===== src/logic/axil_mon_pkg.sv =====
//////////////////////////////////////////////////////////////////////
// Shared definitions for the AXI4-Lite protocol monitor
// Violation bit indices, register offsets, response codes
// Vector types for violations, timers, counts and the config port
//////////////////////////////////////////////////////////////////////
package axil_mon_pkg;

	// Number of violation kinds tracked in STATUS
	localparam int NUM_VIOL = 12;

	// One bit per violation kind
	typedef logic [NUM_VIOL-1:0] viol_t;

	// Limit or stall/delay timer
	typedef logic [7:0] timer_t;

	// One outstanding-count field of the COUNTS register
	typedef logic [3:0] cnt_field_t;

	// AXI response code
	typedef logic [1:0] resp_t;

	// Configuration port word and offset
	typedef logic [31:0] cfg_data_t;
	typedef logic [3:0]  cfg_addr_t;

	//////////////////////////////////////////////////////////////////////
	// Violation bit positions
	//////////////////////////////////////////////////////////////////////
	localparam int VIOL_AW_STALL  = 0;
	localparam int VIOL_W_STALL   = 1;
	localparam int VIOL_AR_STALL  = 2;
	localparam int VIOL_B_STALL   = 3;
	localparam int VIOL_R_STALL   = 4;
	localparam int VIOL_WR_LAT    = 5;
	localparam int VIOL_RD_LAT    = 6;
	localparam int VIOL_REQ_STAB  = 7;
	localparam int VIOL_RESP_STAB = 8;
	localparam int VIOL_ORPHAN    = 9;
	localparam int VIOL_OVERFLOW  = 10;
	localparam int VIOL_EXOKAY    = 11;

	// Register map of the configuration port
	localparam cfg_addr_t REG_CTRL   = 4'h0;
	localparam cfg_addr_t REG_LIMITS = 4'h4;
	localparam cfg_addr_t REG_STATUS = 4'h8;
	localparam cfg_addr_t REG_COUNTS = 4'hC;

	// Response codes
	localparam resp_t RESP_OKAY   = 2'b00;
	localparam resp_t RESP_EXOKAY = 2'b01;

	// Reset value of every limit
	localparam timer_t DEF_LIMIT = 8'd8;

endpackage


===== src/logic/axil_txn_counter.sv =====
//////////////////////////////////////////////////////////////////////
// Outstanding request counters for a monitored AXI4-Lite bus
// Flags orphan responses and counter overflow
//////////////////////////////////////////////////////////////////////
`timescale 1ns/1ps

module axil_txn_counter #(
	parameter int DEPTH_WIDTH = 4
) (
	input  logic                   i_clk,
	input  logic                   i_axi_reset_n,
	input  logic                   i_mon_awvalid,
	input  logic                   i_mon_awready,
	input  logic                   i_mon_wvalid,
	input  logic                   i_mon_wready,
	input  logic                   i_mon_bvalid,
	input  logic                   i_mon_bready,
	input  logic                   i_mon_arvalid,
	input  logic                   i_mon_arready,
	input  logic                   i_mon_rvalid,
	input  logic                   i_mon_rready,
	output logic [DEPTH_WIDTH-1:0] o_awr_cnt,
	output logic [DEPTH_WIDTH-1:0] o_wr_cnt,
	output logic [DEPTH_WIDTH-1:0] o_rd_cnt,
	output axil_mon_pkg::viol_t    o_viol
);
	import axil_mon_pkg::*;

	logic [DEPTH_WIDTH-1:0] awr_next, wr_next, rd_next;
	logic awr_ovf, wr_ovf, rd_ovf;
	logic awr_orph, wr_orph, rd_orph;

	// Next count plus overflow and orphan flags, packed as {ovf, orph, count}
	function automatic logic [DEPTH_WIDTH+1:0] count_step(
		input logic [DEPTH_WIDTH-1:0] cnt,
		input logic                   req_fire,
		input logic                   rsp_valid,
		input logic                   rsp_fire
	);
		logic dec;
		logic ovf;
		logic orph;
		logic [DEPTH_WIDTH-1:0] nxt;
		// A response with nothing pending never decrements
		orph = rsp_valid && (cnt == '0);
		dec  = rsp_fire && (cnt != '0);
		// Saturate instead of wrapping
		ovf  = req_fire && !dec && (cnt == '1);
		nxt  = cnt;
		if (req_fire && !dec && !ovf)
			nxt = cnt + 1'b1;
		else if (dec && !req_fire)
			nxt = cnt - 1'b1;
		return {ovf, orph, nxt};
	endfunction

	// B retires one address and one data beat
	always_comb
	begin
		{awr_ovf, awr_orph, awr_next} = count_step(o_awr_cnt,
			i_mon_awvalid && i_mon_awready, i_mon_bvalid, i_mon_bvalid && i_mon_bready);
		{wr_ovf, wr_orph, wr_next} = count_step(o_wr_cnt,
			i_mon_wvalid && i_mon_wready, i_mon_bvalid, i_mon_bvalid && i_mon_bready);
		{rd_ovf, rd_orph, rd_next} = count_step(o_rd_cnt,
			i_mon_arvalid && i_mon_arready, i_mon_rvalid, i_mon_rvalid && i_mon_rready);
	end

	always_ff @(posedge i_clk)
	begin
		if (!i_axi_reset_n)
		begin
			o_awr_cnt <= '0;
			o_wr_cnt  <= '0;
			o_rd_cnt  <= '0;
			o_viol    <= '0;
		end
		else
		begin
			o_awr_cnt <= awr_next;
			o_wr_cnt  <= wr_next;
			o_rd_cnt  <= rd_next;
			// One-cycle pulses
			o_viol                <= '0;
			o_viol[VIOL_ORPHAN]   <= awr_orph || wr_orph || rd_orph;
			o_viol[VIOL_OVERFLOW] <= awr_ovf || wr_ovf || rd_ovf;
		end
	end

endmodule


===== src/logic/axil_stall_checker.sv =====
//////////////////////////////////////////////////////////////////////
// Request stall, response stall and response latency timers
// Each timer pulses its violation bit when it reaches its limit
//////////////////////////////////////////////////////////////////////
`timescale 1ns/1ps

module axil_stall_checker #(
	parameter int DEPTH_WIDTH = 4
) (
	input  logic                   i_clk,
	input  logic                   i_axi_reset_n,
	input  logic                   i_enable,
	input  logic                   i_mon_awvalid,
	input  logic                   i_mon_awready,
	input  logic                   i_mon_wvalid,
	input  logic                   i_mon_wready,
	input  logic                   i_mon_bvalid,
	input  logic                   i_mon_bready,
	input  logic                   i_mon_arvalid,
	input  logic                   i_mon_arready,
	input  logic                   i_mon_rvalid,
	input  logic                   i_mon_rready,
	input  logic [DEPTH_WIDTH-1:0] i_awr_cnt,
	input  logic [DEPTH_WIDTH-1:0] i_wr_cnt,
	input  logic [DEPTH_WIDTH-1:0] i_rd_cnt,
	input  axil_mon_pkg::timer_t   i_req_limit,
	input  axil_mon_pkg::timer_t   i_resp_limit,
	input  axil_mon_pkg::timer_t   i_delay_limit,
	output axil_mon_pkg::viol_t    o_viol
);
	import axil_mon_pkg::*;

	// Timer index matches its violation bit
	localparam int NUM_TMR = 7;

	logic [NUM_TMR-1:0] cond;
	timer_t             tmr [NUM_TMR];
	timer_t             lim [NUM_TMR];

	//////////////////////////////////////////////////////////////////////
	// Counting conditions
	//////////////////////////////////////////////////////////////////////
	always_comb
	begin
		// A pending B backs up the write channels, so no stall counted
		cond[VIOL_AW_STALL] = i_mon_awvalid && !i_mon_awready && !i_mon_bvalid
			&& !(!i_mon_wvalid && (i_awr_cnt >= i_wr_cnt));
		cond[VIOL_W_STALL]  = i_mon_wvalid && !i_mon_wready && !i_mon_bvalid
			&& !(!i_mon_awvalid && (i_wr_cnt >= i_awr_cnt));
		cond[VIOL_AR_STALL] = i_mon_arvalid && !i_mon_arready && !i_mon_rvalid;
		// Master holding off a response
		cond[VIOL_B_STALL]  = i_mon_bvalid && !i_mon_bready;
		cond[VIOL_R_STALL]  = i_mon_rvalid && !i_mon_rready;
		// Slave sitting on a complete request
		cond[VIOL_WR_LAT]   = (i_awr_cnt != '0) && (i_wr_cnt != '0) && !i_mon_bvalid;
		cond[VIOL_RD_LAT]   = (i_rd_cnt != '0) && !i_mon_rvalid;
		// Disabled monitor keeps every timer idle
		if (!i_enable)
			cond = '0;
	end

	// Limit per timer
	always_comb
	begin
		lim[VIOL_AW_STALL] = i_req_limit;
		lim[VIOL_W_STALL]  = i_req_limit;
		lim[VIOL_AR_STALL] = i_req_limit;
		lim[VIOL_B_STALL]  = i_resp_limit;
		lim[VIOL_R_STALL]  = i_resp_limit;
		lim[VIOL_WR_LAT]   = i_delay_limit;
		lim[VIOL_RD_LAT]   = i_delay_limit;
	end

	//////////////////////////////////////////////////////////////////////
	// Timers and pulses
	//////////////////////////////////////////////////////////////////////
	always_ff @(posedge i_clk)
	begin
		if (!i_axi_reset_n)
		begin
			for (int i = 0; i < NUM_TMR; i++)
				tmr[i] <= '0;
			o_viol <= '0;
		end
		else
		begin
			o_viol <= '0;
			for (int i = 0; i < NUM_TMR; i++)
			begin
				// Saturating count while the condition lasts
				if (!cond[i])
					tmr[i] <= '0;
				else if (tmr[i] != '1)
					tmr[i] <= tmr[i] + 1'b1;
				// Fires once, on the cycle the limit is reached; zero limit disables
				if (cond[i] && (lim[i] != '0) && (tmr[i] == lim[i] - 1'b1))
					o_viol[i] <= 1'b1;
			end
		end
	end

endmodule


===== src/logic/axil_stability_checker.sv =====
//////////////////////////////////////////////////////////////////////
// Valid and payload stability check on all five channels
// Also flags the exclusive-okay response code
//////////////////////////////////////////////////////////////////////
`timescale 1ns/1ps

module axil_stability_checker #(
	parameter int ADDR_WIDTH = 28,
	parameter int DATA_WIDTH = 32
) (
	input  logic                    i_clk,
	input  logic                    i_axi_reset_n,
	input  logic [ADDR_WIDTH-1:0]   i_mon_awaddr,
	input  logic                    i_mon_awvalid,
	input  logic                    i_mon_awready,
	input  logic [DATA_WIDTH-1:0]   i_mon_wdata,
	input  logic [DATA_WIDTH/8-1:0] i_mon_wstrb,
	input  logic                    i_mon_wvalid,
	input  logic                    i_mon_wready,
	input  logic [ADDR_WIDTH-1:0]   i_mon_araddr,
	input  logic                    i_mon_arvalid,
	input  logic                    i_mon_arready,
	input  axil_mon_pkg::resp_t     i_mon_bresp,
	input  logic                    i_mon_bvalid,
	input  logic                    i_mon_bready,
	input  axil_mon_pkg::resp_t     i_mon_rresp,
	input  logic [DATA_WIDTH-1:0]   i_mon_rdata,
	input  logic                    i_mon_rvalid,
	input  logic                    i_mon_rready,
	output axil_mon_pkg::viol_t     o_viol
);
	import axil_mon_pkg::*;

	// Stalled on the previous cycle
	logic aw_held, w_held, ar_held, b_held, r_held;

	// Payload captured on the previous cycle
	logic [ADDR_WIDTH-1:0]   awaddr_q, araddr_q;
	logic [DATA_WIDTH-1:0]   wdata_q, rdata_q;
	logic [DATA_WIDTH/8-1:0] wstrb_q;
	resp_t                   bresp_q, rresp_q;

	logic req_bad, resp_bad, exokay;

	// Held channel that dropped valid or moved its payload
	always_comb
	begin
		req_bad = (aw_held && (!i_mon_awvalid || (i_mon_awaddr != awaddr_q)))
			|| (w_held && (!i_mon_wvalid || (i_mon_wdata != wdata_q)
			|| (i_mon_wstrb != wstrb_q)))
			|| (ar_held && (!i_mon_arvalid || (i_mon_araddr != araddr_q)));
		resp_bad = (b_held && (!i_mon_bvalid || (i_mon_bresp != bresp_q)))
			|| (r_held && (!i_mon_rvalid || (i_mon_rresp != rresp_q)
			|| (i_mon_rdata != rdata_q)));
		exokay = (i_mon_bvalid && (i_mon_bresp == RESP_EXOKAY))
			|| (i_mon_rvalid && (i_mon_rresp == RESP_EXOKAY));
	end

	// Payload copies
	always_ff @(posedge i_clk)
	begin
		awaddr_q <= i_mon_awaddr;
		wdata_q  <= i_mon_wdata;
		wstrb_q  <= i_mon_wstrb;
		araddr_q <= i_mon_araddr;
		bresp_q  <= i_mon_bresp;
		rresp_q  <= i_mon_rresp;
		rdata_q  <= i_mon_rdata;
	end

	always_ff @(posedge i_clk)
	begin
		if (!i_axi_reset_n)
		begin
			{aw_held, w_held, ar_held, b_held, r_held} <= '0;
			o_viol <= '0;
		end
		else
		begin
			aw_held <= i_mon_awvalid && !i_mon_awready;
			w_held  <= i_mon_wvalid && !i_mon_wready;
			ar_held <= i_mon_arvalid && !i_mon_arready;
			b_held  <= i_mon_bvalid && !i_mon_bready;
			r_held  <= i_mon_rvalid && !i_mon_rready;
			o_viol                 <= '0;
			o_viol[VIOL_REQ_STAB]  <= req_bad;
			o_viol[VIOL_RESP_STAB] <= resp_bad;
			o_viol[VIOL_EXOKAY]    <= exokay;
		end
	end

endmodule


===== src/logic/axil_mon_regs.sv =====
//////////////////////////////////////////////////////////////////////
// AXI4-Lite configuration slave of the protocol monitor
// Enable, limits, sticky violation status and count readback
//////////////////////////////////////////////////////////////////////
`timescale 1ns/1ps

module axil_mon_regs #(
	parameter int DEPTH_WIDTH = 4
) (
	input  logic                    i_clk,
	input  logic                    i_axi_reset_n,
	input  axil_mon_pkg::cfg_addr_t i_cfg_awaddr,
	input  logic                    i_cfg_awvalid,
	output logic                    o_cfg_awready,
	input  axil_mon_pkg::cfg_data_t i_cfg_wdata,
	input  logic [3:0]              i_cfg_wstrb,
	input  logic                    i_cfg_wvalid,
	output logic                    o_cfg_wready,
	output axil_mon_pkg::resp_t     o_cfg_bresp,
	output logic                    o_cfg_bvalid,
	input  logic                    i_cfg_bready,
	input  axil_mon_pkg::cfg_addr_t i_cfg_araddr,
	input  logic                    i_cfg_arvalid,
	output logic                    o_cfg_arready,
	output axil_mon_pkg::cfg_data_t o_cfg_rdata,
	output axil_mon_pkg::resp_t     o_cfg_rresp,
	output logic                    o_cfg_rvalid,
	input  logic                    i_cfg_rready,
	input  logic [DEPTH_WIDTH-1:0]  i_awr_cnt,
	input  logic [DEPTH_WIDTH-1:0]  i_wr_cnt,
	input  logic [DEPTH_WIDTH-1:0]  i_rd_cnt,
	input  axil_mon_pkg::viol_t     i_viol_cnt,
	input  axil_mon_pkg::viol_t     i_viol_stall,
	input  axil_mon_pkg::viol_t     i_viol_stab,
	output logic                    o_enable,
	output axil_mon_pkg::timer_t    o_req_limit,
	output axil_mon_pkg::timer_t    o_resp_limit,
	output axil_mon_pkg::timer_t    o_delay_limit,
	output logic                    o_viol_any
);
	import axil_mon_pkg::*;

	viol_t     status;
	viol_t     clr_mask;
	cfg_data_t byte_mask;
	cfg_data_t rd_mux;
	logic      wr_en, rd_en;

	// Handshake completes on the cycle the ready is up
	assign wr_en = o_cfg_awready && i_cfg_awvalid && i_cfg_wvalid;
	assign rd_en = o_cfg_arready && i_cfg_arvalid;

	// Never an error
	assign o_cfg_bresp = RESP_OKAY;
	assign o_cfg_rresp = RESP_OKAY;
	assign o_viol_any  = |status;

	//////////////////////////////////////////////////////////////////////
	// Bus handshake
	//////////////////////////////////////////////////////////////////////
	always_ff @(posedge i_clk)
	begin
		if (!i_axi_reset_n)
		begin
			o_cfg_awready <= 1'b0;
			o_cfg_wready  <= 1'b0;
			o_cfg_bvalid  <= 1'b0;
			o_cfg_arready <= 1'b0;
			o_cfg_rvalid  <= 1'b0;
		end
		else
		begin
			// Address and data accepted together, single-cycle ready
			o_cfg_awready <= i_cfg_awvalid && i_cfg_wvalid && !o_cfg_awready
				&& !o_cfg_bvalid;
			o_cfg_wready  <= i_cfg_awvalid && i_cfg_wvalid && !o_cfg_awready
				&& !o_cfg_bvalid;
			if (wr_en)
				o_cfg_bvalid <= 1'b1;
			else if (i_cfg_bready)
				o_cfg_bvalid <= 1'b0;
			// No new read while R is waiting
			o_cfg_arready <= i_cfg_arvalid && !o_cfg_arready && !o_cfg_rvalid;
			if (rd_en)
				o_cfg_rvalid <= 1'b1;
			else if (i_cfg_rready)
				o_cfg_rvalid <= 1'b0;
		end
	end

	// Read data register
	always_ff @(posedge i_clk)
	begin
		if (rd_en)
			o_cfg_rdata <= rd_mux;
	end

	// Register readback, unmapped reads as zero
	always_comb
	begin
		case (i_cfg_araddr)
		REG_CTRL:   rd_mux = {31'b0, o_enable};
		REG_LIMITS: rd_mux = {8'h00, o_delay_limit, o_resp_limit, o_req_limit};
		REG_STATUS: rd_mux = {{(32-NUM_VIOL){1'b0}}, status};
		REG_COUNTS: rd_mux = {20'h0, cnt_field_t'(i_wr_cnt), cnt_field_t'(i_awr_cnt),
			cnt_field_t'(i_rd_cnt)};
		default:    rd_mux = '0;
		endcase
	end

	//////////////////////////////////////////////////////////////////////
	// Control, limits and sticky status
	//////////////////////////////////////////////////////////////////////
	always_comb
	begin
		byte_mask = {{8{i_cfg_wstrb[3]}}, {8{i_cfg_wstrb[2]}},
			{8{i_cfg_wstrb[1]}}, {8{i_cfg_wstrb[0]}}};
		// Write one to clear
		clr_mask = '0;
		if (wr_en && (i_cfg_awaddr == REG_STATUS))
			clr_mask = viol_t'(i_cfg_wdata & byte_mask);
	end

	always_ff @(posedge i_clk)
	begin
		if (!i_axi_reset_n)
		begin
			o_enable      <= 1'b1;
			o_req_limit   <= DEF_LIMIT;
			o_resp_limit  <= DEF_LIMIT;
			o_delay_limit <= DEF_LIMIT;
			status        <= '0;
		end
		else
		begin
			if (wr_en && (i_cfg_awaddr == REG_CTRL) && i_cfg_wstrb[0])
				o_enable <= i_cfg_wdata[0];
			if (wr_en && (i_cfg_awaddr == REG_LIMITS))
			begin
				if (i_cfg_wstrb[0])
					o_req_limit <= i_cfg_wdata[7:0];
				if (i_cfg_wstrb[1])
					o_resp_limit <= i_cfg_wdata[15:8];
				if (i_cfg_wstrb[2])
					o_delay_limit <= i_cfg_wdata[23:16];
			end
			// A new pulse wins over a clear on the same cycle
			status <= (status & ~clr_mask)
				| (o_enable ? (i_viol_cnt | i_viol_stall | i_viol_stab) : '0);
		end
	end

endmodule


===== src/logic/axil_mon_top.sv =====
//////////////////////////////////////////////////////////////////////
// AXI4-Lite protocol monitor top level
// Counter, stall and stability checkers plus the register block
//////////////////////////////////////////////////////////////////////
`timescale 1ns/1ps

module axil_mon_top #(
	parameter int DEPTH_WIDTH = 4,
	parameter int ADDR_WIDTH  = 28,
	parameter int DATA_WIDTH  = 32
) (
	input  logic                    i_clk,
	input  logic                    i_axi_reset_n,
	// Monitored bus, observed only
	input  logic [ADDR_WIDTH-1:0]   i_mon_awaddr,
	input  logic                    i_mon_awvalid,
	input  logic                    i_mon_awready,
	input  logic [DATA_WIDTH-1:0]   i_mon_wdata,
	input  logic [DATA_WIDTH/8-1:0] i_mon_wstrb,
	input  logic                    i_mon_wvalid,
	input  logic                    i_mon_wready,
	input  axil_mon_pkg::resp_t     i_mon_bresp,
	input  logic                    i_mon_bvalid,
	input  logic                    i_mon_bready,
	input  logic [ADDR_WIDTH-1:0]   i_mon_araddr,
	input  logic                    i_mon_arvalid,
	input  logic                    i_mon_arready,
	input  axil_mon_pkg::resp_t     i_mon_rresp,
	input  logic [DATA_WIDTH-1:0]   i_mon_rdata,
	input  logic                    i_mon_rvalid,
	input  logic                    i_mon_rready,
	// Configuration port
	input  axil_mon_pkg::cfg_addr_t i_cfg_awaddr,
	input  logic                    i_cfg_awvalid,
	output logic                    o_cfg_awready,
	input  axil_mon_pkg::cfg_data_t i_cfg_wdata,
	input  logic [3:0]              i_cfg_wstrb,
	input  logic                    i_cfg_wvalid,
	output logic                    o_cfg_wready,
	output axil_mon_pkg::resp_t     o_cfg_bresp,
	output logic                    o_cfg_bvalid,
	input  logic                    i_cfg_bready,
	input  axil_mon_pkg::cfg_addr_t i_cfg_araddr,
	input  logic                    i_cfg_arvalid,
	output logic                    o_cfg_arready,
	output axil_mon_pkg::cfg_data_t o_cfg_rdata,
	output axil_mon_pkg::resp_t     o_cfg_rresp,
	output logic                    o_cfg_rvalid,
	input  logic                    i_cfg_rready,
	output logic                    o_viol_any
);
	import axil_mon_pkg::*;

	logic [DEPTH_WIDTH-1:0] awr_cnt, wr_cnt, rd_cnt;
	viol_t                  viol_cnt, viol_stall, viol_stab;
	timer_t                 req_limit, resp_limit, delay_limit;
	logic                   enable;

	// Outstanding counts
	axil_txn_counter #(.DEPTH_WIDTH(DEPTH_WIDTH)) u_counter (
		.i_clk(i_clk), .i_axi_reset_n(i_axi_reset_n),
		.i_mon_awvalid(i_mon_awvalid), .i_mon_awready(i_mon_awready),
		.i_mon_wvalid(i_mon_wvalid), .i_mon_wready(i_mon_wready),
		.i_mon_bvalid(i_mon_bvalid), .i_mon_bready(i_mon_bready),
		.i_mon_arvalid(i_mon_arvalid), .i_mon_arready(i_mon_arready),
		.i_mon_rvalid(i_mon_rvalid), .i_mon_rready(i_mon_rready),
		.o_awr_cnt(awr_cnt), .o_wr_cnt(wr_cnt), .o_rd_cnt(rd_cnt),
		.o_viol(viol_cnt)
	);

	// Stall and latency timers
	axil_stall_checker #(.DEPTH_WIDTH(DEPTH_WIDTH)) u_stall (
		.i_clk(i_clk), .i_axi_reset_n(i_axi_reset_n), .i_enable(enable),
		.i_mon_awvalid(i_mon_awvalid), .i_mon_awready(i_mon_awready),
		.i_mon_wvalid(i_mon_wvalid), .i_mon_wready(i_mon_wready),
		.i_mon_bvalid(i_mon_bvalid), .i_mon_bready(i_mon_bready),
		.i_mon_arvalid(i_mon_arvalid), .i_mon_arready(i_mon_arready),
		.i_mon_rvalid(i_mon_rvalid), .i_mon_rready(i_mon_rready),
		.i_awr_cnt(awr_cnt), .i_wr_cnt(wr_cnt), .i_rd_cnt(rd_cnt),
		.i_req_limit(req_limit), .i_resp_limit(resp_limit),
		.i_delay_limit(delay_limit), .o_viol(viol_stall)
	);

	// Handshake stability and response code
	axil_stability_checker #(.ADDR_WIDTH(ADDR_WIDTH), .DATA_WIDTH(DATA_WIDTH)) u_stab (
		.i_clk(i_clk), .i_axi_reset_n(i_axi_reset_n),
		.i_mon_awaddr(i_mon_awaddr), .i_mon_awvalid(i_mon_awvalid),
		.i_mon_awready(i_mon_awready), .i_mon_wdata(i_mon_wdata),
		.i_mon_wstrb(i_mon_wstrb), .i_mon_wvalid(i_mon_wvalid),
		.i_mon_wready(i_mon_wready), .i_mon_araddr(i_mon_araddr),
		.i_mon_arvalid(i_mon_arvalid), .i_mon_arready(i_mon_arready),
		.i_mon_bresp(i_mon_bresp), .i_mon_bvalid(i_mon_bvalid),
		.i_mon_bready(i_mon_bready), .i_mon_rresp(i_mon_rresp),
		.i_mon_rdata(i_mon_rdata), .i_mon_rvalid(i_mon_rvalid),
		.i_mon_rready(i_mon_rready), .o_viol(viol_stab)
	);

	// Configuration slave
	axil_mon_regs #(.DEPTH_WIDTH(DEPTH_WIDTH)) u_regs (
		.i_clk(i_clk), .i_axi_reset_n(i_axi_reset_n),
		.i_cfg_awaddr(i_cfg_awaddr), .i_cfg_awvalid(i_cfg_awvalid),
		.o_cfg_awready(o_cfg_awready), .i_cfg_wdata(i_cfg_wdata),
		.i_cfg_wstrb(i_cfg_wstrb), .i_cfg_wvalid(i_cfg_wvalid),
		.o_cfg_wready(o_cfg_wready), .o_cfg_bresp(o_cfg_bresp),
		.o_cfg_bvalid(o_cfg_bvalid), .i_cfg_bready(i_cfg_bready),
		.i_cfg_araddr(i_cfg_araddr), .i_cfg_arvalid(i_cfg_arvalid),
		.o_cfg_arready(o_cfg_arready), .o_cfg_rdata(o_cfg_rdata),
		.o_cfg_rresp(o_cfg_rresp), .o_cfg_rvalid(o_cfg_rvalid),
		.i_cfg_rready(i_cfg_rready),
		.i_awr_cnt(awr_cnt), .i_wr_cnt(wr_cnt), .i_rd_cnt(rd_cnt),
		.i_viol_cnt(viol_cnt), .i_viol_stall(viol_stall), .i_viol_stab(viol_stab),
		.o_enable(enable), .o_req_limit(req_limit), .o_resp_limit(resp_limit),
		.o_delay_limit(delay_limit), .o_viol_any(o_viol_any)
	);

endmodule


===== config.mk =====
export PLATFORM = sky130hd
export DESIGN_NAME = axil_mon_top
export DESIGN_NICKNAME = d
export VERILOG_FILES = /design/src/logic/axil_mon_pkg.sv /design/src/logic/axil_txn_counter.sv /design/src/logic/axil_stall_checker.sv /design/src/logic/axil_stability_checker.sv /design/src/logic/axil_mon_regs.sv /design/src/logic/axil_mon_top.sv
export SDC_FILE = /design/constraint.sdc
export NUM_CORES = 1
export LEC_CHECK = 0
export BUFFER_PORTS_ARGS = -buffer_cell sky130_fd_sc_hd__buf_2
export CAP_MARGIN = 20
export CORE_ASPECT_RATIO = 0.75
export CORE_MARGIN = 2
export CORE_UTILIZATION = 40
export CTS_CLUSTER_DIAMETER = 30
export DETAILED_ROUTE_END_ITERATION = 7
export GPL_ROUTABILITY_DRIVEN = 1
export PLACE_DENSITY = 0.57
export SYNTH_ARGS = -nofsm -noshare
export SYNTH_HDL_FRONTEND = slang
export SYNTH_SLANG_ARGS = --single-unit

===== constraint.sdc =====
create_clock -name i_clk -period 3.5 [get_ports i_clk]
set_clock_uncertainty 0.05 [all_clocks]
set_input_delay 0.35 -clock i_clk [delete_from_list [all_inputs] [get_ports i_clk]]
set_output_delay 0.35 -clock i_clk [all_outputs]
set_load 0.01 [all_outputs]

==> results of run 1 <==
-- cell usage in the layout, fill, tap and decap left out, types with 33 or more instances in the layout --
master / n
buf_2: 209
dfxtp_1: 198
dlygate4sd3_1: 143
xor2_1: 129
xnor2_1: 111
nor2_1: 91
edfxtp_1: 80
clkbuf_16: 56
nor4_1: 43
nand2_1: 37
nand3_1: 33
-- flip-flops by register name, indices dropped and copies added (netlist names), 12 cells and up --
signal,flops
u_stab.wdata_q,32
u_regs.status,12
u_stab.rdata_q,32
u_regs.o_cfg_rdata,24
u_stab.awaddr_q,28
u_stab.araddr_q,28
u_stall.tmr,56
-- worst max-delay path, delay by kind of cell, from the launching register on --
kind,cells,cell delay (ns)
AND/OR/NAND/NOR,2,0.68
AO/OA/AOI/OAI,3,0.78
multiplexers,1,0.24
flip-flops,1,0.40
XOR/XNOR,1,0.14
adder cells (fa/ha/maj),1,0.40
-- what timing repair did --
item | 4_1_cts | 5_1_grt
endpoints found under the hold margin | 143 | 0
buffers inserted | 0 | 0
hold buffers | 143 | 0
-- per-stage QoR --
stage,worst slack [ns],util [%],total power (uW),hold slack (ns),instance area (um^2)
floorplan,1.03,-,4040,0.328,12300
global placement,0.768,45.5,4330,0.375,13700
detailed placement,0.738,45.6,4350,0.382,13700
CTS,0.702,56.2,9500,0.00147,16900
global route,0.369,56.2,9800,0.0129,17000
finish,0.674,56.2,9420,0.0175,17000
-- final cells by class --
type / instances / area [um^2]
fillers: 2530 / 13200
clock buffers: 67 / 1470
diodes: 3 / 7.51
repair buffers: 362 / 2570
clock inverters: 26 / 310
flip-flops and latches: 278 / 6370
multi-input cells: 755 / 5640
well taps: 399 / 499
inverters: 24 / 90.1
-- layer usage --
metal,GRT usage [%],vias to the layer above,share of wire (%)
met5,0,-,0.046
met4,6.26,2,2.2
met3,4.37,55,5.2
met2,31.0,228,45
met1,26.3,4313,47
li1,-,4587,-
-- power by group through the flow --
stage | combinational, uW | clock (uW) | sequential (uW)
6_report | 881 | 4990 | 3540
5_1_grt | 983 | 5260 | 3560
4_1_cts | 876 | 5090 | 3540
3_5_place_dp | 743 | 0 | 3600
3_3_place_gp | 729 | 0 | 3600
2_1_floorplan | 465 | 0 | 3580
-- kinds of logic after synthesis --
| logic type | share of synthesized area [%] |
|---|---|
| compound gates | 4.90 |
| xor+xnor | 19.3 |
| fa+ha+maj | 2.84 |
| buf+inv | 2.46 |
| flops | 51.9 |
| mux | 3.40 |
| other cells | 0.0306 |
| simple gates | 15.1 |
-- worst max-delay path by stage --
stage                                             startpoint                                  to  slack [ns]  depth (start not counted)
after global placement    u_counter.o_rd_cnt[0]$_SDFFE_PN0P_  u_counter.o_rd_cnt[3]$_SDFFE_PN0P_        0.77                          8
after detailed placement  u_counter.o_rd_cnt[0]$_SDFFE_PN0P_  u_counter.o_rd_cnt[3]$_SDFFE_PN0P_        0.74                          8
after floorplan           u_counter.o_wr_cnt[0]$_SDFFE_PN0P_  u_counter.o_wr_cnt[3]$_SDFFE_PN0P_        1.03                          8
after global routing      u_counter.o_rd_cnt[0]$_SDFFE_PN0P_  u_counter.o_rd_cnt[3]$_SDFFE_PN0P_        0.37                          8
final                     u_counter.o_rd_cnt[0]$_SDFFE_PN0P_  u_counter.o_rd_cnt[3]$_SDFFE_PN0P_        0.67                          8
after CTS                 u_counter.o_rd_cnt[0]$_SDFFE_PN0P_  u_counter.o_rd_cnt[3]$_SDFFE_PN0P_        0.70                          8
==> flow_summary.toml, run 1 <==
[clock_tree]
clk_pin_slew_ns = 0.05
tritoncts = "built"
insertion_delay_ns = 0.55
cts-resized-gates = 0
cts_num_sinks = 278
clockBufferDepth = 3
cts_max_level = 2
numCtsBuffers = 51
root_buffer = "clkbuf_16"

[power_and_ir_drop]
power_frac_clock_pct = 53.0
power.share.combinational_pct = 9.4
power_density_nw_per_um2 = 555
power.switching_uw = 2240
peakVddDrop_mv = 0.495
p_sw_share_pct = 23.8
seqPwrFrac_pct = 37.6
power_leakage_uw = 0.00691
internal_power_uw = 7180

[global_routing]
grt_max_degree = 27
gr-usage-all-layers_pct = 19.5
grt_pass1_wl_um = 49700
grt_pass1_vias = 9514
gr-total-overflow = 0
antenna_found_initial = 4

[floorplanning]
die_area_um2 = 32100
fp.dieW_um = 206
rows = 55
initial_core_util_pct = 40.7
die_h_um = 156
ios = 231
core_area_um2 = 30100

[job]
cap_violations = 0

[setup_path]
crit_fanout = 6
slowest_stage = "nor4_1"
start_kind = "flip-flop"
reg2reg_from = "u_counter.o_rd_cnt[0]$_SDFFE_PN0P_"
cp.required_ns = 3.86
critPathKind = "flip-flop to flip-flop"
cpPeakStageDelay_ns = 0.63
critPathArrivalTime_ns = 3.18
rr_worst_depth = 8
worstSetupEndpointType = "flip-flop"
reg2reg_slack_ns = 0.67
cp_cell_sequence = "nor4_1, o2111ai_1, ha_1, a21o_1, a21oi_1, mux2i_1, xnor2_1, nor2_1"
r2r_end = "u_counter.o_rd_cnt[3]$_SDFFE_PN0P_"

[drt]
routedWlPerCell_um = 16.0
drtIter0Drc = 426
drc = 0
vias = 9185
detail_route.vias_per_cell = 4.80
ant_nets = 0
wirelength_um = 30700
dr.pass1.iters = 5

[min_path]
min_path_cells = 3
hold_start = "i_cfg_wdata[18]"
hold_path_end = "u_regs.o_delay_limit[2]$_SDFFE_PN0P_"
hold_class = "primary input to flip-flop"

[sta]
fin_tns_setup_ns = 0
tightest_slew_ns = 0.830
post-route-period-util_pct = 80.7
period_needed_ns = 2.83
rsz0062_at_grt = "no"
slew_headroom_pct = 44.6
finalHoldViolCount = 0
max_freq_mhz = 354
setup_viol = 0
drv_slew = 0

[synthesis]
ys_top_cells_by_area = "dfxtp_1 32%, edfxtp_1 20%, xor2_1 9.2%"
avgSynthCellArea_um2 = 11.3
synth_common_cells = "198 x dfxtp_1, 129 x xor2_1, 111 x xnor2_1"
synth.distinct_cells = 58
ys_seq_area_share_pct = 51.9
ys_warn_count = 0
synth_most_common_cell = "dfxtp_1"
ys_ff_latch = 278
synth.largest_area_cell = "dfxtp_1"
yosys.area.top_type_share_pct = 32.3
syn_inst = 1089
synth-edff-count = 80
synth_flop_cell = "dfxtp_1"
netlist_area_um2 = 12300
synth-async-reset-ratio_pct = 0

[final_layout]
final_nets = 1687
synthToLayoutAreaGrowth_pct = 38.3
drive_gt1_share_pct = 21.5
finalNonFillerCells = 1914

[outcome]
status = "finished clean"

[placement]
gp_congestion = 0.806
dp_hpwl_um = 21500
io_buffer_count = 209
dp_cells = 1675
Note: power is estimated with default switching activity, not from simulation.
==> inputs of run 2 (changes only) <==
--- a/config.mk
+++ b/config.mk
@@ -13,7 +13,7 @@
 export CTS_CLUSTER_DIAMETER = 30
 export DETAILED_ROUTE_END_ITERATION = 7
 export GPL_ROUTABILITY_DRIVEN = 1
-export PLACE_DENSITY = 0.57
+export PLACE_DENSITY = 0.59
 export SYNTH_ARGS = -nofsm -noshare
 export SYNTH_HDL_FRONTEND = slang
 export SYNTH_SLANG_ARGS = --single-unit
==> constraint.sdc (replaced) <==
create_clock -name i_clk -period 2.3 [get_ports i_clk]
set_clock_uncertainty 0.05 [all_clocks]
set_input_delay 0.23 -clock i_clk [delete_from_list [all_inputs] [get_ports i_clk]]
set_output_delay 0.23 -clock i_clk [all_outputs]
set_load 0.01 [all_outputs]
==> run 2 against run 1 <==
Against the previous run:
- first-iteration DRC count grew 19%
- cell count grew 3.4%
- die area is the same
- core utilization grew 1.9 points
- clock-buffer cell count shrank 5
- global-route usage grew 0.52 points
- fmax grew 28%
- combinational power grew 75%
- highest routed layer unchanged
- power grew 52%
- setup slack lost 0.58 ns
- largest power group unchanged
- flip-flop and latch count is the same
- final area grew 3.4%
- largest cell class unchanged
==> flow_summary.toml, run 2 (synthesis gave the netlist of run 1 again) <==
[outcome]
status = "finished clean"

[floorplanning]
core_area_um2 = 30100
ios = 231
initial_core_util_pct = 40.7
fp.dieW_um = 206
rows = 55
die_area_um2 = 32100
die_h_um = 156

[final_layout]
layout_commonest_cell = "buf_2"
synthToLayoutAreaGrowth_pct = 43.0
final_nets = 1752
top_regs = "u_stall.tmr: 56 flops, u_stab.rdata_q: 32 flops, u_stab.wdata_q: 32 flops"
drive_gt1_share_pct = 24.3
final_cell_mix = "209 x buf_2, 198 x dfxtp_1, 165 x dlygate4sd3_1"
top_register = "u_stall.tmr"
largest_register_ffs = 56

[setup_path]
critPathCapture = "u_stall.o_viol[6]$_SDFF_PN0_"
worstSetupEndpointType = "flip-flop"
critPathArrivalTime_ns = 2.61
cpPeakStageDelay_ns = 0.49
start_kind = "flip-flop"
reg2reg_slack_ns = 0.09
r2r_end = "u_stall.o_viol[6]$_SDFF_PN0_"
reg2reg_from = "u_counter.o_rd_cnt[3]$_SDFFE_PN0P_"
critPathKind = "flip-flop to flip-flop"
path_delay_family = "simple AND/OR/NAND/NOR gates"
rr_worst_depth = 5
slowest_stage = "or4_1"
cp.required_ns = 2.70
crit_fanout = 4
cp_cell_sequence = "nor4_4, or3_4, or3_1, or4_1, nor4_2"
cp.buffers_inverters = 0
cp.depth = 5
cp-startpoint = "u_counter.o_rd_cnt[3]$_SDFFE_PN0P_"

[job]
cap_violations = 0

[sta]
drv_slew = 0
max_freq_mhz = 453
finalHoldViolCount = 0
period_needed_ns = 2.21
fin_tns_setup_ns = 0
setup_viol = 0
post-route-period-util_pct = 96.1
slew_headroom_pct = 66.3
hold_ws_ns = 0.0557
tightest_slew_ns = 0.501
layout_setup_ws_ns = 0.0903

[clock_tree]
clockBufferDepth = 3
root_buffer = "clkbuf_16"
cts_max_level = 2
numCtsBuffers = 48
cts_num_sinks = 278
tritoncts = "built"
insertion_delay_ns = 0.54
clk_pin_slew_ns = 0.05

[drt]
drtIter0Drc = 509
drc = 0
routedWlPerCell_um = 16.3
vias = 9469
detail_route.vias_per_cell = 4.78
dr.pass1.iters = 4
ant_nets = 0
wirelength_um = 32200

[global_routing]
gr-usage-all-layers_pct = 20.0
gr-total-overflow = 0
grt_pass1_vias = 9832
grt_pass1_wl_um = 50700
antenna_found_initial = 4
grt_max_degree = 39

[placement]
io_buffer_count = 209
gp_congestion = 0.826
pre_cts_slack_ns = 0.0689
dp_hpwl_um = 21900

[power_and_ir_drop]
power_leakage_uw = 0.00726
peakVddDrop_mv = 0.592
power_density_nw_per_um2 = 816

[min_path]
hold_class = "primary input to flip-flop"
## run 2: power by group
group	total (uW)	switching, uW	internal, uW
clock network	7410	2530	4880
registers	5350	127	5230
logic	1540	723	814
total	14300	3380	10900
## run 2: how the worst min path moves through the flow
stage	cells after the start	end	from
floorplan	0	u_stab.araddr_q[0]$_DFF_P_	i_mon_araddr[0]
global placement	1	u_stab.wdata_q[13]$_DFF_P_	i_mon_wdata[13]
detailed placement	1	u_stab.awaddr_q[4]$_DFF_P_	i_mon_awaddr[4]
CTS	4	u_regs.o_enable$_SDFFE_PN1P_	i_cfg_wstrb[0]
global route	4	u_regs.o_enable$_SDFFE_PN1P_	i_cfg_wstrb[0]
finish	4	u_regs.o_enable$_SDFFE_PN1P_	i_cfg_wstrb[0]
## run 2: area by class of cell
cell class | instances | area, um^2
Fill cell | 2468 | 12600
Sequential cell | 278 | 6370
Multi-Input combinational cell | 755 | 5720
Timing Repair Buffer | 430 | 3130
Clock buffer | 62 | 1400
Tap cell | 399 | 499
Clock inverter | 28 | 322
Inverter | 24 | 90.1
Antenna cell | 3 | 7.51
## run 2: per-layer routing
layer  GRT usage [%]  wire length, um
met1            26.5            15000
met2            32.4            15000
met3            4.53             1640
met4            6.43              602
met5               0               13
## run 2: stage by stage
| stage | cell area, um^2 | total power, uW | utilization [%] | instances |
|---|---|---|---|---|
| 6_report | 17500 | 14300 | 58.2 | 1979 |
| 5_1_grt | 17500 | 14800 | 58.2 | 1979 |
| 4_1_cts | 17500 | 14400 | 58.0 | 1976 |
| 3_5_place_dp | 14100 | 6720 | 46.8 | 1721 |
| 3_3_place_gp | 14100 | 6690 | 46.8 | 1721 |
| 2_1_floorplan | 12300 | 6170 | - | 1100 |
## run 2: tightest hold or removal path, cell delays in order
cell and delay, ns:
buf_2 0.12, nand3b_1 0.10, mux2i_1 0.09, nand2_1 0.07
## run 2: what timing repair did
item | in CTS | in global routing
gates resized for setup | 0 | 9
endpoints found under the setup margin | 0 | 18
hold endpoints to repair | 165 | 0
buffers inserted | 0 | 0
hold buffers | 165 | 0
